### config.mk
export PLATFORM = sky130hd
export DESIGN_NAME = sfm_acc_top
export DESIGN_NICKNAME = d
export VERILOG_FILES = /design/src/common/sfm_pkg.sv /design/src/accumulator/sfm_acc_ring.sv /design/src/design/sfm_acc_top.sv /design/src/design/sfm_fifo.sv /design/src/design/sfm_tagger.sv
export SDC_FILE = /design/constraint.sdc
export NUM_CORES = 2
export LEC_CHECK = 0
export CORE_UTILIZATION = 34
export CTS_CLUSTER_DIAMETER = 80
export DETAILED_ROUTE_END_ITERATION = 16
export DONT_BUFFER_PORTS = 1
export PLACE_DENSITY = 0.57
export SYNTH_ARGS = -nofsm -noshare
export SYNTH_HDL_FRONTEND = slang
export SYNTH_SLANG_ARGS = --single-unit
### constraint.sdc
create_clock -name clk_i -period 10.3 [get_ports clk_i]
set_clock_uncertainty 0.05 [all_clocks]
set_input_delay 0.515 -clock clk_i [delete_from_list [all_inputs] [get_ports clk_i]]
set_output_delay 0.515 -clock clk_i [all_outputs]
set_load 0.05 [all_outputs]
### src/common/sfm_pkg.sv
// **************************************************
// Softmax accumulator shared definitions
// Datapath widths and tagged item structs
// **************************************************

`default_nettype none

package sfm_pkg;

    // Accumulator, addend and factor widths
    localparam int unsigned ACC_W = 32;
    localparam int unsigned ADD_W = 16;
    localparam int unsigned MUL_W = 16;

    // Tags wrap, only compared for equality
    localparam int unsigned TAG_W = 4;

    typedef struct packed {
        logic [ADD_W-1:0] value;
        logic [TAG_W-1:0] tag;
    } addend_t;

    typedef struct packed {
        logic [MUL_W-1:0] value;
        logic [TAG_W-1:0] tag;
    } factor_t;

endpackage

`default_nettype wire

### src/accumulator/sfm_acc_ring.sv
// **************************************************
// Softmax accumulator ring
// Circulates tagged partial sums through a
// pipelined add/multiply and reduces them
// **************************************************

`timescale 1ns/1ps
`default_nettype none

module sfm_acc_ring #(
    parameter int unsigned NUM_STAGES = 3
) (
    input  wire logic                       clk_i,
    input  wire logic                       rst_ni,
    input  wire logic                       clear_i,
    input  wire logic                       reduce_i,
    input  wire sfm_pkg::addend_t           addend_i,
    input  wire logic                       addend_empty_i,
    output logic                            addend_pop_o,
    input  wire sfm_pkg::factor_t           factor_i,
    input  wire logic                       factor_empty_i,
    output logic                            factor_pop_o,
    output logic                            busy_o,
    output logic                            valid_o,
    output logic [sfm_pkg::ACC_W-1:0]       acc_o
);

    import sfm_pkg::*;

    localparam int unsigned CNT_W = $clog2(NUM_STAGES + 1);

    typedef struct packed {
        logic [ACC_W-1:0] value;
        logic [TAG_W-1:0] tag;
    } lane_t;

    typedef enum logic [1:0] {
        IDLE,
        DRAIN,
        SUM
    } state_e;

    lane_t            ring_q [NUM_STAGES];
    lane_t            exit_lane;
    lane_t            lane_d;
    logic             addend_match;
    logic             factor_match;
    logic [CNT_W-1:0] uses_q;
    logic [CNT_W-1:0] sum_cnt_q;
    logic [ACC_W-1:0] sum_q;
    logic             valid_q;
    state_e           state_q;

    assign exit_lane = ring_q[NUM_STAGES-1];

    // Addend has priority over a factor of the same tag
    assign addend_match = ~addend_empty_i & (addend_i.tag == exit_lane.tag);
    assign factor_match = ~addend_match & ~factor_empty_i & (factor_i.tag == exit_lane.tag);

    always_comb begin
        lane_d = exit_lane;
        if (addend_match) begin
            lane_d.value = exit_lane.value + ACC_W'(addend_i.value);
        end else if (factor_match) begin
            lane_d.value = exit_lane.value * ACC_W'(factor_i.value);
            lane_d.tag   = exit_lane.tag + 1'b1;
        end
    end

    assign addend_pop_o = addend_match;
    assign factor_pop_o = factor_match & (uses_q == CNT_W'(NUM_STAGES - 1));

    always_ff @(posedge clk_i or negedge rst_ni) begin
        if (!rst_ni) begin
            for (int i = 0; i < NUM_STAGES; i++) begin
                ring_q[i] <= '0;
            end
            uses_q <= '0;
        end else if (clear_i) begin
            for (int i = 0; i < NUM_STAGES; i++) begin
                ring_q[i] <= '0;
            end
            uses_q <= '0;
        end else begin
            ring_q[0] <= lane_d;
            for (int i = 1; i < NUM_STAGES; i++) begin
                ring_q[i] <= ring_q[i-1];
            end
            if (factor_pop_o) begin
                uses_q <= '0;
            end else if (factor_match) begin
                uses_q <= uses_q + 1'b1;
            end
        end
    end

    // Reduction control
    always_ff @(posedge clk_i or negedge rst_ni) begin
        if (!rst_ni) begin
            state_q   <= IDLE;
            sum_cnt_q <= '0;
            sum_q     <= '0;
            valid_q   <= 1'b0;
        end else if (clear_i) begin
            state_q   <= IDLE;
            sum_cnt_q <= '0;
            sum_q     <= '0;
            valid_q   <= 1'b0;
        end else begin
            valid_q <= 1'b0;
            case (state_q)
                IDLE: begin
                    if (reduce_i) begin
                        state_q <= DRAIN;
                    end
                end
                DRAIN: begin
                    if (addend_empty_i && factor_empty_i) begin
                        state_q   <= SUM;
                        sum_cnt_q <= '0;
                        sum_q     <= '0;
                    end
                end
                SUM: begin
                    // One full revolution visits every lane once
                    sum_q     <= sum_q + exit_lane.value;
                    sum_cnt_q <= sum_cnt_q + 1'b1;
                    if (sum_cnt_q == CNT_W'(NUM_STAGES - 1)) begin
                        state_q <= IDLE;
                        valid_q <= 1'b1;
                    end
                end
                default: state_q <= IDLE;
            endcase
        end
    end

    assign busy_o  = (state_q != IDLE);
    assign valid_o = valid_q;
    assign acc_o   = sum_q;

    // A partly used factor stays at the FIFO head
    a_uses_held : assert property (@(posedge clk_i) disable iff (!rst_ni)
        uses_q != '0 |-> !factor_empty_i);
    // No item slips in while the lanes are summed
    a_sum_drained : assert property (@(posedge clk_i) disable iff (!rst_ni)
        state_q == SUM |-> addend_empty_i && factor_empty_i);

endmodule

`default_nettype wire

### src/design/sfm_acc_top.sv
// **************************************************
// Softmax accumulation datapath top level
// Tagger, addend and factor FIFOs, accumulator ring
// **************************************************

`timescale 1ns/1ps
`default_nettype none

module sfm_acc_top #(
    parameter int unsigned NUM_STAGES   = 3,
    parameter int unsigned ADDEND_DEPTH = 12,
    parameter int unsigned FACTOR_DEPTH = 4
) (
    input  wire logic                        clk_i,
    input  wire logic                        rst_ni,
    input  wire logic                        clear_i,
    input  wire logic                        add_valid_i,
    input  wire logic [sfm_pkg::ADD_W-1:0]   add_i,
    input  wire logic                        mul_valid_i,
    input  wire logic [sfm_pkg::MUL_W-1:0]   mul_i,
    input  wire logic                        reduce_i,
    output logic                             ready_o,
    output logic                             valid_o,
    output logic [sfm_pkg::ACC_W-1:0]        acc_o
);

    import sfm_pkg::*;

    addend_t addend_push_data;
    addend_t addend_head;
    logic    addend_push;
    logic    addend_pop;
    logic    addend_full;
    logic    addend_empty;

    factor_t factor_push_data;
    factor_t factor_head;
    logic    factor_push;
    logic    factor_pop;
    logic    factor_full;
    logic    factor_empty;

    logic    busy;

    sfm_tagger i_tagger (
        .clk_i         (clk_i),
        .rst_ni        (rst_ni),
        .clear_i       (clear_i),
        .add_valid_i   (add_valid_i),
        .add_i         (add_i),
        .mul_valid_i   (mul_valid_i),
        .mul_i         (mul_i),
        .addend_full_i (addend_full),
        .factor_full_i (factor_full),
        .busy_i        (busy),
        .ready_o       (ready_o),
        .addend_push_o (addend_push),
        .addend_o      (addend_push_data),
        .factor_push_o (factor_push),
        .factor_o      (factor_push_data)
    );

    sfm_fifo #(
        .DEPTH  (ADDEND_DEPTH),
        .item_t (addend_t)
    ) i_addend_fifo (
        .clk_i   (clk_i),
        .rst_ni  (rst_ni),
        .flush_i (clear_i),
        .push_i  (addend_push),
        .data_i  (addend_push_data),
        .pop_i   (addend_pop),
        .data_o  (addend_head),
        .full_o  (addend_full),
        .empty_o (addend_empty)
    );

    sfm_fifo #(
        .DEPTH  (FACTOR_DEPTH),
        .item_t (factor_t)
    ) i_factor_fifo (
        .clk_i   (clk_i),
        .rst_ni  (rst_ni),
        .flush_i (clear_i),
        .push_i  (factor_push),
        .data_i  (factor_push_data),
        .pop_i   (factor_pop),
        .data_o  (factor_head),
        .full_o  (factor_full),
        .empty_o (factor_empty)
    );

    sfm_acc_ring #(
        .NUM_STAGES (NUM_STAGES)
    ) i_acc_ring (
        .clk_i          (clk_i),
        .rst_ni         (rst_ni),
        .clear_i        (clear_i),
        .reduce_i       (reduce_i),
        .addend_i       (addend_head),
        .addend_empty_i (addend_empty),
        .addend_pop_o   (addend_pop),
        .factor_i       (factor_head),
        .factor_empty_i (factor_empty),
        .factor_pop_o   (factor_pop),
        .busy_o         (busy),
        .valid_o        (valid_o),
        .acc_o          (acc_o)
    );

endmodule

`default_nettype wire

### src/design/sfm_fifo.sv
// **************************************************
// Tagged item FIFO
// Circular buffer with flush, no fall-through
// **************************************************

`timescale 1ns/1ps
`default_nettype none

module sfm_fifo #(
    parameter int unsigned DEPTH  = 4,
    parameter type         item_t = logic
) (
    input  wire logic  clk_i,
    input  wire logic  rst_ni,
    input  wire logic  flush_i,
    input  wire logic  push_i,
    input  wire item_t data_i,
    input  wire logic  pop_i,
    output item_t      data_o,
    output logic       full_o,
    output logic       empty_o
);

    localparam int unsigned PTR_W = (DEPTH > 1) ? $clog2(DEPTH) : 1;
    localparam int unsigned CNT_W = $clog2(DEPTH + 1);

    item_t            mem_q [DEPTH];
    logic [PTR_W-1:0] wr_ptr_q;
    logic [PTR_W-1:0] rd_ptr_q;
    logic [CNT_W-1:0] count_q;

    always_ff @(posedge clk_i or negedge rst_ni) begin
        if (!rst_ni) begin
            wr_ptr_q <= '0;
            rd_ptr_q <= '0;
            count_q  <= '0;
        end else if (flush_i) begin
            wr_ptr_q <= '0;
            rd_ptr_q <= '0;
            count_q  <= '0;
        end else begin
            if (push_i) begin
                wr_ptr_q <= (wr_ptr_q == PTR_W'(DEPTH - 1)) ? '0 : wr_ptr_q + 1'b1;
            end
            if (pop_i) begin
                rd_ptr_q <= (rd_ptr_q == PTR_W'(DEPTH - 1)) ? '0 : rd_ptr_q + 1'b1;
            end
            count_q <= count_q + CNT_W'(push_i) - CNT_W'(pop_i);
        end
    end

    // Storage
    always_ff @(posedge clk_i) begin
        if (push_i) begin
            mem_q[wr_ptr_q] <= data_i;
        end
    end

    assign data_o  = mem_q[rd_ptr_q];
    assign full_o  = (count_q == CNT_W'(DEPTH));
    assign empty_o = (count_q == '0);

    a_no_push_full : assert property (@(posedge clk_i) disable iff (!rst_ni)
        push_i && !flush_i |-> !full_o);
    a_no_pop_empty : assert property (@(posedge clk_i) disable iff (!rst_ni)
        pop_i && !flush_i |-> !empty_o);

endmodule

`default_nettype wire

### src/design/sfm_tagger.sv
// **************************************************
// Softmax input tagger
// Tags addends and factors, generates ready_o
// **************************************************

`timescale 1ns/1ps
`default_nettype none

module sfm_tagger (
    input  wire logic                        clk_i,
    input  wire logic                        rst_ni,
    input  wire logic                        clear_i,
    input  wire logic                        add_valid_i,
    input  wire logic [sfm_pkg::ADD_W-1:0]   add_i,
    input  wire logic                        mul_valid_i,
    input  wire logic [sfm_pkg::MUL_W-1:0]   mul_i,
    input  wire logic                        addend_full_i,
    input  wire logic                        factor_full_i,
    input  wire logic                        busy_i,
    output logic                             ready_o,
    output logic                             addend_push_o,
    output sfm_pkg::addend_t                 addend_o,
    output logic                             factor_push_o,
    output sfm_pkg::factor_t                 factor_o
);

    import sfm_pkg::*;

    logic [TAG_W-1:0] tag_q;
    logic             init_q;

    // Low for one cycle after reset while the ring initializes
    always_ff @(posedge clk_i or negedge rst_ni) begin
        if (!rst_ni) begin
            init_q <= 1'b0;
            tag_q  <= '0;
        end else if (clear_i) begin
            init_q <= 1'b0;
            tag_q  <= '0;
        end else begin
            init_q <= 1'b1;
            if (factor_push_o) begin
                tag_q <= tag_q + 1'b1;
            end
        end
    end

    assign ready_o = init_q & ~addend_full_i & ~factor_full_i & ~busy_i;

    assign addend_push_o = add_valid_i & ready_o;
    assign factor_push_o = mul_valid_i & ready_o;

    // Addend accepted with a factor is not scaled by it
    assign addend_o.value = add_i;
    assign addend_o.tag   = tag_q + TAG_W'(factor_push_o);

    assign factor_o.value = mul_i;
    assign factor_o.tag   = tag_q;

endmodule

`default_nettype wire

==> flow_metrics.py <==
metrics = {
    "status": {
        "outcome": "complete, no violations",
    },
    "power": {
        "p_int_w": 0.00348,
        "switching_share_pct": 25.6,
        "vdd_ir_drop_max_mv": 0.142,
        "pwr-share-seq_pct": 47.0,
        "p_per_area_mw_per_mm2": 128,
        "clkPwrFrac_pct": 41.8,
        "pwr-share-comb_pct": 11.2,
        "p_leak_nw": 15.0,
        "p_sw_w": 0.00120,
    },
    "worst_setup_path": {
        "end_kind": "flip-flop",
        "rrSetupSlack_ns": 2.29,
        "worst_setup_path_start_kind": "flip-flop",
        "path_class": "flip-flop to flip-flop",
        "arrival_ns": 8.43,
        "cp.required_ns": 10.72,
        "crit_fanout": 21,
    },
    "synthesis": {
        "synth_async_sr_flop_share_pct": 34.8,
        "yosysSeqAreaShare_pct": 42.1,
        "synth.ff_latch_count": 491,
        "synth_cell_type_count": 69,
        "syn-instance-count": 2819,
        "avgSynthCellArea_um2": 11.7,
        "syn_area_mm2": 0.0330,
        "ys_warn_count": 0,
        "synth_nets": 3300,
        "synth_top_flop_cell": "edfxtp_1",
        "synth_edf_count": 320,
    },
    "sta": {
        "hold_viol_final": 0,
        "finalSetupViolations": 0,
        "slew_headroom_pct": 19.7,
        "finalCritPeriodShare_pct": 77.8,
        "worst_pin_slew_ns": 1.20,
        "max_freq_mhz": 125,
        "period_needed_ns": 8.01,
        "finalSetupTns_ns": 0,
        "rsz0062_at_grt": "no",
        "slew_violations": 0,
    },
    "clock_tree": {
        "cts_sinks": 491,
        "hold_buffers": 39,
        "postCtsResizedCells": 0,
        "cts_setup_buffers": 0,
        "cts_tree": "yes",
        "cts_buffers": 52,
        "ctsLongestPathBuffers": 3,
        "clk_pin_slew_ns": 0.07,
        "worstSkewPairLatency_ns": 0.63,
        "clock-root-buffer": "clkbuf_16",
        "htreeDepth": 2,
    },
    "hold_path": {
        "min_path_type": "primary input to flip-flop",
    },
    "layout": {
        "seq_area_mm2": 0.0139,
        "mostFrequentLayoutCell": "inv_1",
        "fill_cells": 9360,
        "drive_above_1_share_pct": 7.64,
        "fin_area_mm2": 0.0365,
        "layout_common_cells": "inv_1, nand2_1, edfxtp_1",
        "num-nets-final": 3292,
        "syn2layout_area_growth_pct": 10.7,
        "multi_input_area_mm2": 0.0171,
    },
    "global_route": {
        "grt_overflow_total": 0,
        "grt_max_degree": 172,
        "grt_first_pass_wirelength_um": 129000,
        "grt_pass1_vias": 21700,
        "antenna_found_initial": 4,
        "track_usage_pct": 17.0,
    },
    "place": {
        "place_area_mm2": 0.0343,
        "portBuffers": 0,
        "place_hpwl_um": 54700,
        "gp_congestion": 0.849,
    },
    "drt": {
        "vias": 20600,
        "vias_per_cell": 4.99,
        "wire_per_inst_um": 19.6,
        "drtAntennaViolNets": 0,
        "drt-pass1-iter-count": 5,
        "wirelength_um": 80800,
        "drt_iter0_markers": 1312,
        "drc": 0,
    },
    "die": {
        "initial_core_util_pct": 34.5,
        "ios": 72,
        "core_area_mm2": 0.0956,
        "die_height_um": 313,
        "die-area_mm2": 0.0983,
        "fp.dieW_um": 313,
        "rows": 113,
    },
    "run": {
        "drv_cap": 0,
    },
}
==> area by class of cell <==
cell class	count	share of cell area, %
Inverter	378	3.88
Timing Repair Buffer	70	1.88
Clock buffer	66	3.87
Sequential cell	491	38.0
Antenna cell	4	0.0274
Multi-Input combinational cell	1818	46.9
Tap cell	1265	4.33
Clock inverter	30	1.05
==> final timing paths <==
path,cells after the start,start,endpoint
worst max-delay path,23,i_factor_fifo.rd_ptr_q[0],i_acc_ring.ring_q[103]
worst min register to register,1,i_acc_ring.ring_q[80],i_acc_ring.ring_q[44]
max in group asynchronous,2,rst_ni,i_acc_ring.exit_lane[33]
worst max register to register,23,i_factor_fifo.rd_ptr_q[0],i_acc_ring.ring_q[103]
worst min-delay path,2,reduce_i,i_acc_ring.state_q[0]
min in group asynchronous,2,rst_ni,i_acc_ring.acc_o[7]
==> sequential cells by signal, summed over array words and instances (netlist names), 2 cells and up <==
signal	count
i_factor_fifo.count_q	3
i_acc_ring.uses_q	2
i_tagger.tag_q	4
i_factor_fifo.wr_ptr_q	2
i_addend_fifo.count_q	4
i_factor_fifo.rd_ptr_q	2
i_acc_ring.ring_q	72
i_factor_fifo.mem_q	80
i_acc_ring.sum_cnt_q	2
i_addend_fifo.rd_ptr_q	4
i_acc_ring.state_q	2
i_addend_fifo.mem_q	240
i_acc_ring.acc_o	32
i_addend_fifo.wr_ptr_q	4
i_acc_ring.exit_lane	36
==> through the flow <==
step | setup slack [ns] | util [%] | std cells | hold WS (ns) | total power (W)
floorplan | 3.26 | - | 2819 | 0.169 | 0.00258
global placement | 2.27 | 35.8 | 3983 | 0.173 | 0.00271
detailed placement | 2.26 | 35.8 | 3983 | 0.173 | 0.00272
CTS | 2.22 | 38.2 | 4118 | 0.0232 | 0.00473
global route | 1.79 | 38.2 | 4121 | 0.0615 | 0.00486
finish | 2.29 | 38.2 | 4122 | 0.0584 | 0.00468
==> per-layer routing <==
layer	up-vias	share of wire (%)	GRT usage (%)	routed length (um)
met1	10600	43	22.2	35000
met3	119	5.2	2.67	4170
met4	2	2.3	4.55	1890
li1	9355	-	-	-
met5	-	0.012	0	10
met2	512	49	29.1	39700
==> power groups by stage <==
stage / Combinational [W] / Clock [W] / Sequential, W
CTS: 0.000533 / 0.00200 / 0.00220
detailed placement: 0.000475 / 0 / 0.00224
finish: 0.000526 / 0.00195 / 0.00220
floorplan: 0.000354 / 0 / 0.00222
global placement: 0.000474 / 0 / 0.00224
global route: 0.000583 / 0.00207 / 0.00221
==> cell families after synthesis <==
family,Yosys count,synth area share [%]
buffers and inverters,510,6.00
DFF,491,42.1
muxes,121,6.72
AOI/OAI and AO/OA,345,6.61
adders and majority gates,443,23.8
and+or+nand+nor,802,11.9
xor gates and xnor gates,107,2.88
==> cell usage after synthesis, types with 4 or more instances <==
cell type / n / area [um^2]
a211o_1: 7 / 61.3
a211oi_1: 23 / 173
a21boi_0: 6 / 45.0
a21o_1: 26 / 195
a21oi_1: 89 / 445
a311oi_1: 5 / 43.8
a31oi_1: 20 / 125
and2_1: 160 / 1000
and3_1: 15 / 93.8
buf_1: 10 / 37.5
buf_2: 11 / 55.1
buf_4: 4 / 30.0
buf_6: 5 / 56.3
clkbuf_1: 102 / 383
dfrtp_1: 171 / 4280
edfxtp_1: 320 / 9610
fa_1: 308 / 6170
ha_1: 135 / 1690
inv_1: 377 / 1420
mux2i_1: 38 / 380
mux4_2: 80 / 1800
nand2_1: 348 / 1310
nand2b_1: 10 / 62.6
nand3_1: 18 / 90.1
nand3b_1: 7 / 52.6
nand4_1: 10 / 62.6
nor2_1: 93 / 349
nor2b_1: 91 / 569
nor3_1: 19 / 95.1
nor3b_1: 8 / 60.1
o211ai_1: 14 / 105
o21a_1: 17 / 128
o21ai_0: 93 / 465
o21ai_1: 5 / 25.0
o21bai_1: 8 / 60.1
o31a_1: 5 / 43.8
o31ai_1: 4 / 30.0
or3_1: 11 / 68.8
xnor2_1: 75 / 657
xor2_1: 31 / 272
==> worst max-delay path, cell delays in order, from the launching register on <==
cell	delay [ns]
dfrtp_1	1.03
buf_4	0.33
mux4_2	0.76
and2_1	0.29
fa_1	0.51
inv_1	0.06
fa_1	0.54
inv_1	0.05
fa_1	0.50
fa_1	0.46
fa_1	0.50
inv_1	0.06
fa_1	0.47
inv_1	0.05
ha_1	0.31
o21a_1	0.20
o21a_1	0.16
o21a_1	0.18
o21ai_0	0.15
a2bb2oi_1	0.20
o31a_1	0.34
or3_1	0.30
a311oi_1	0.26
a211oi_1	0.08
(Power assumes the default switching activity.)
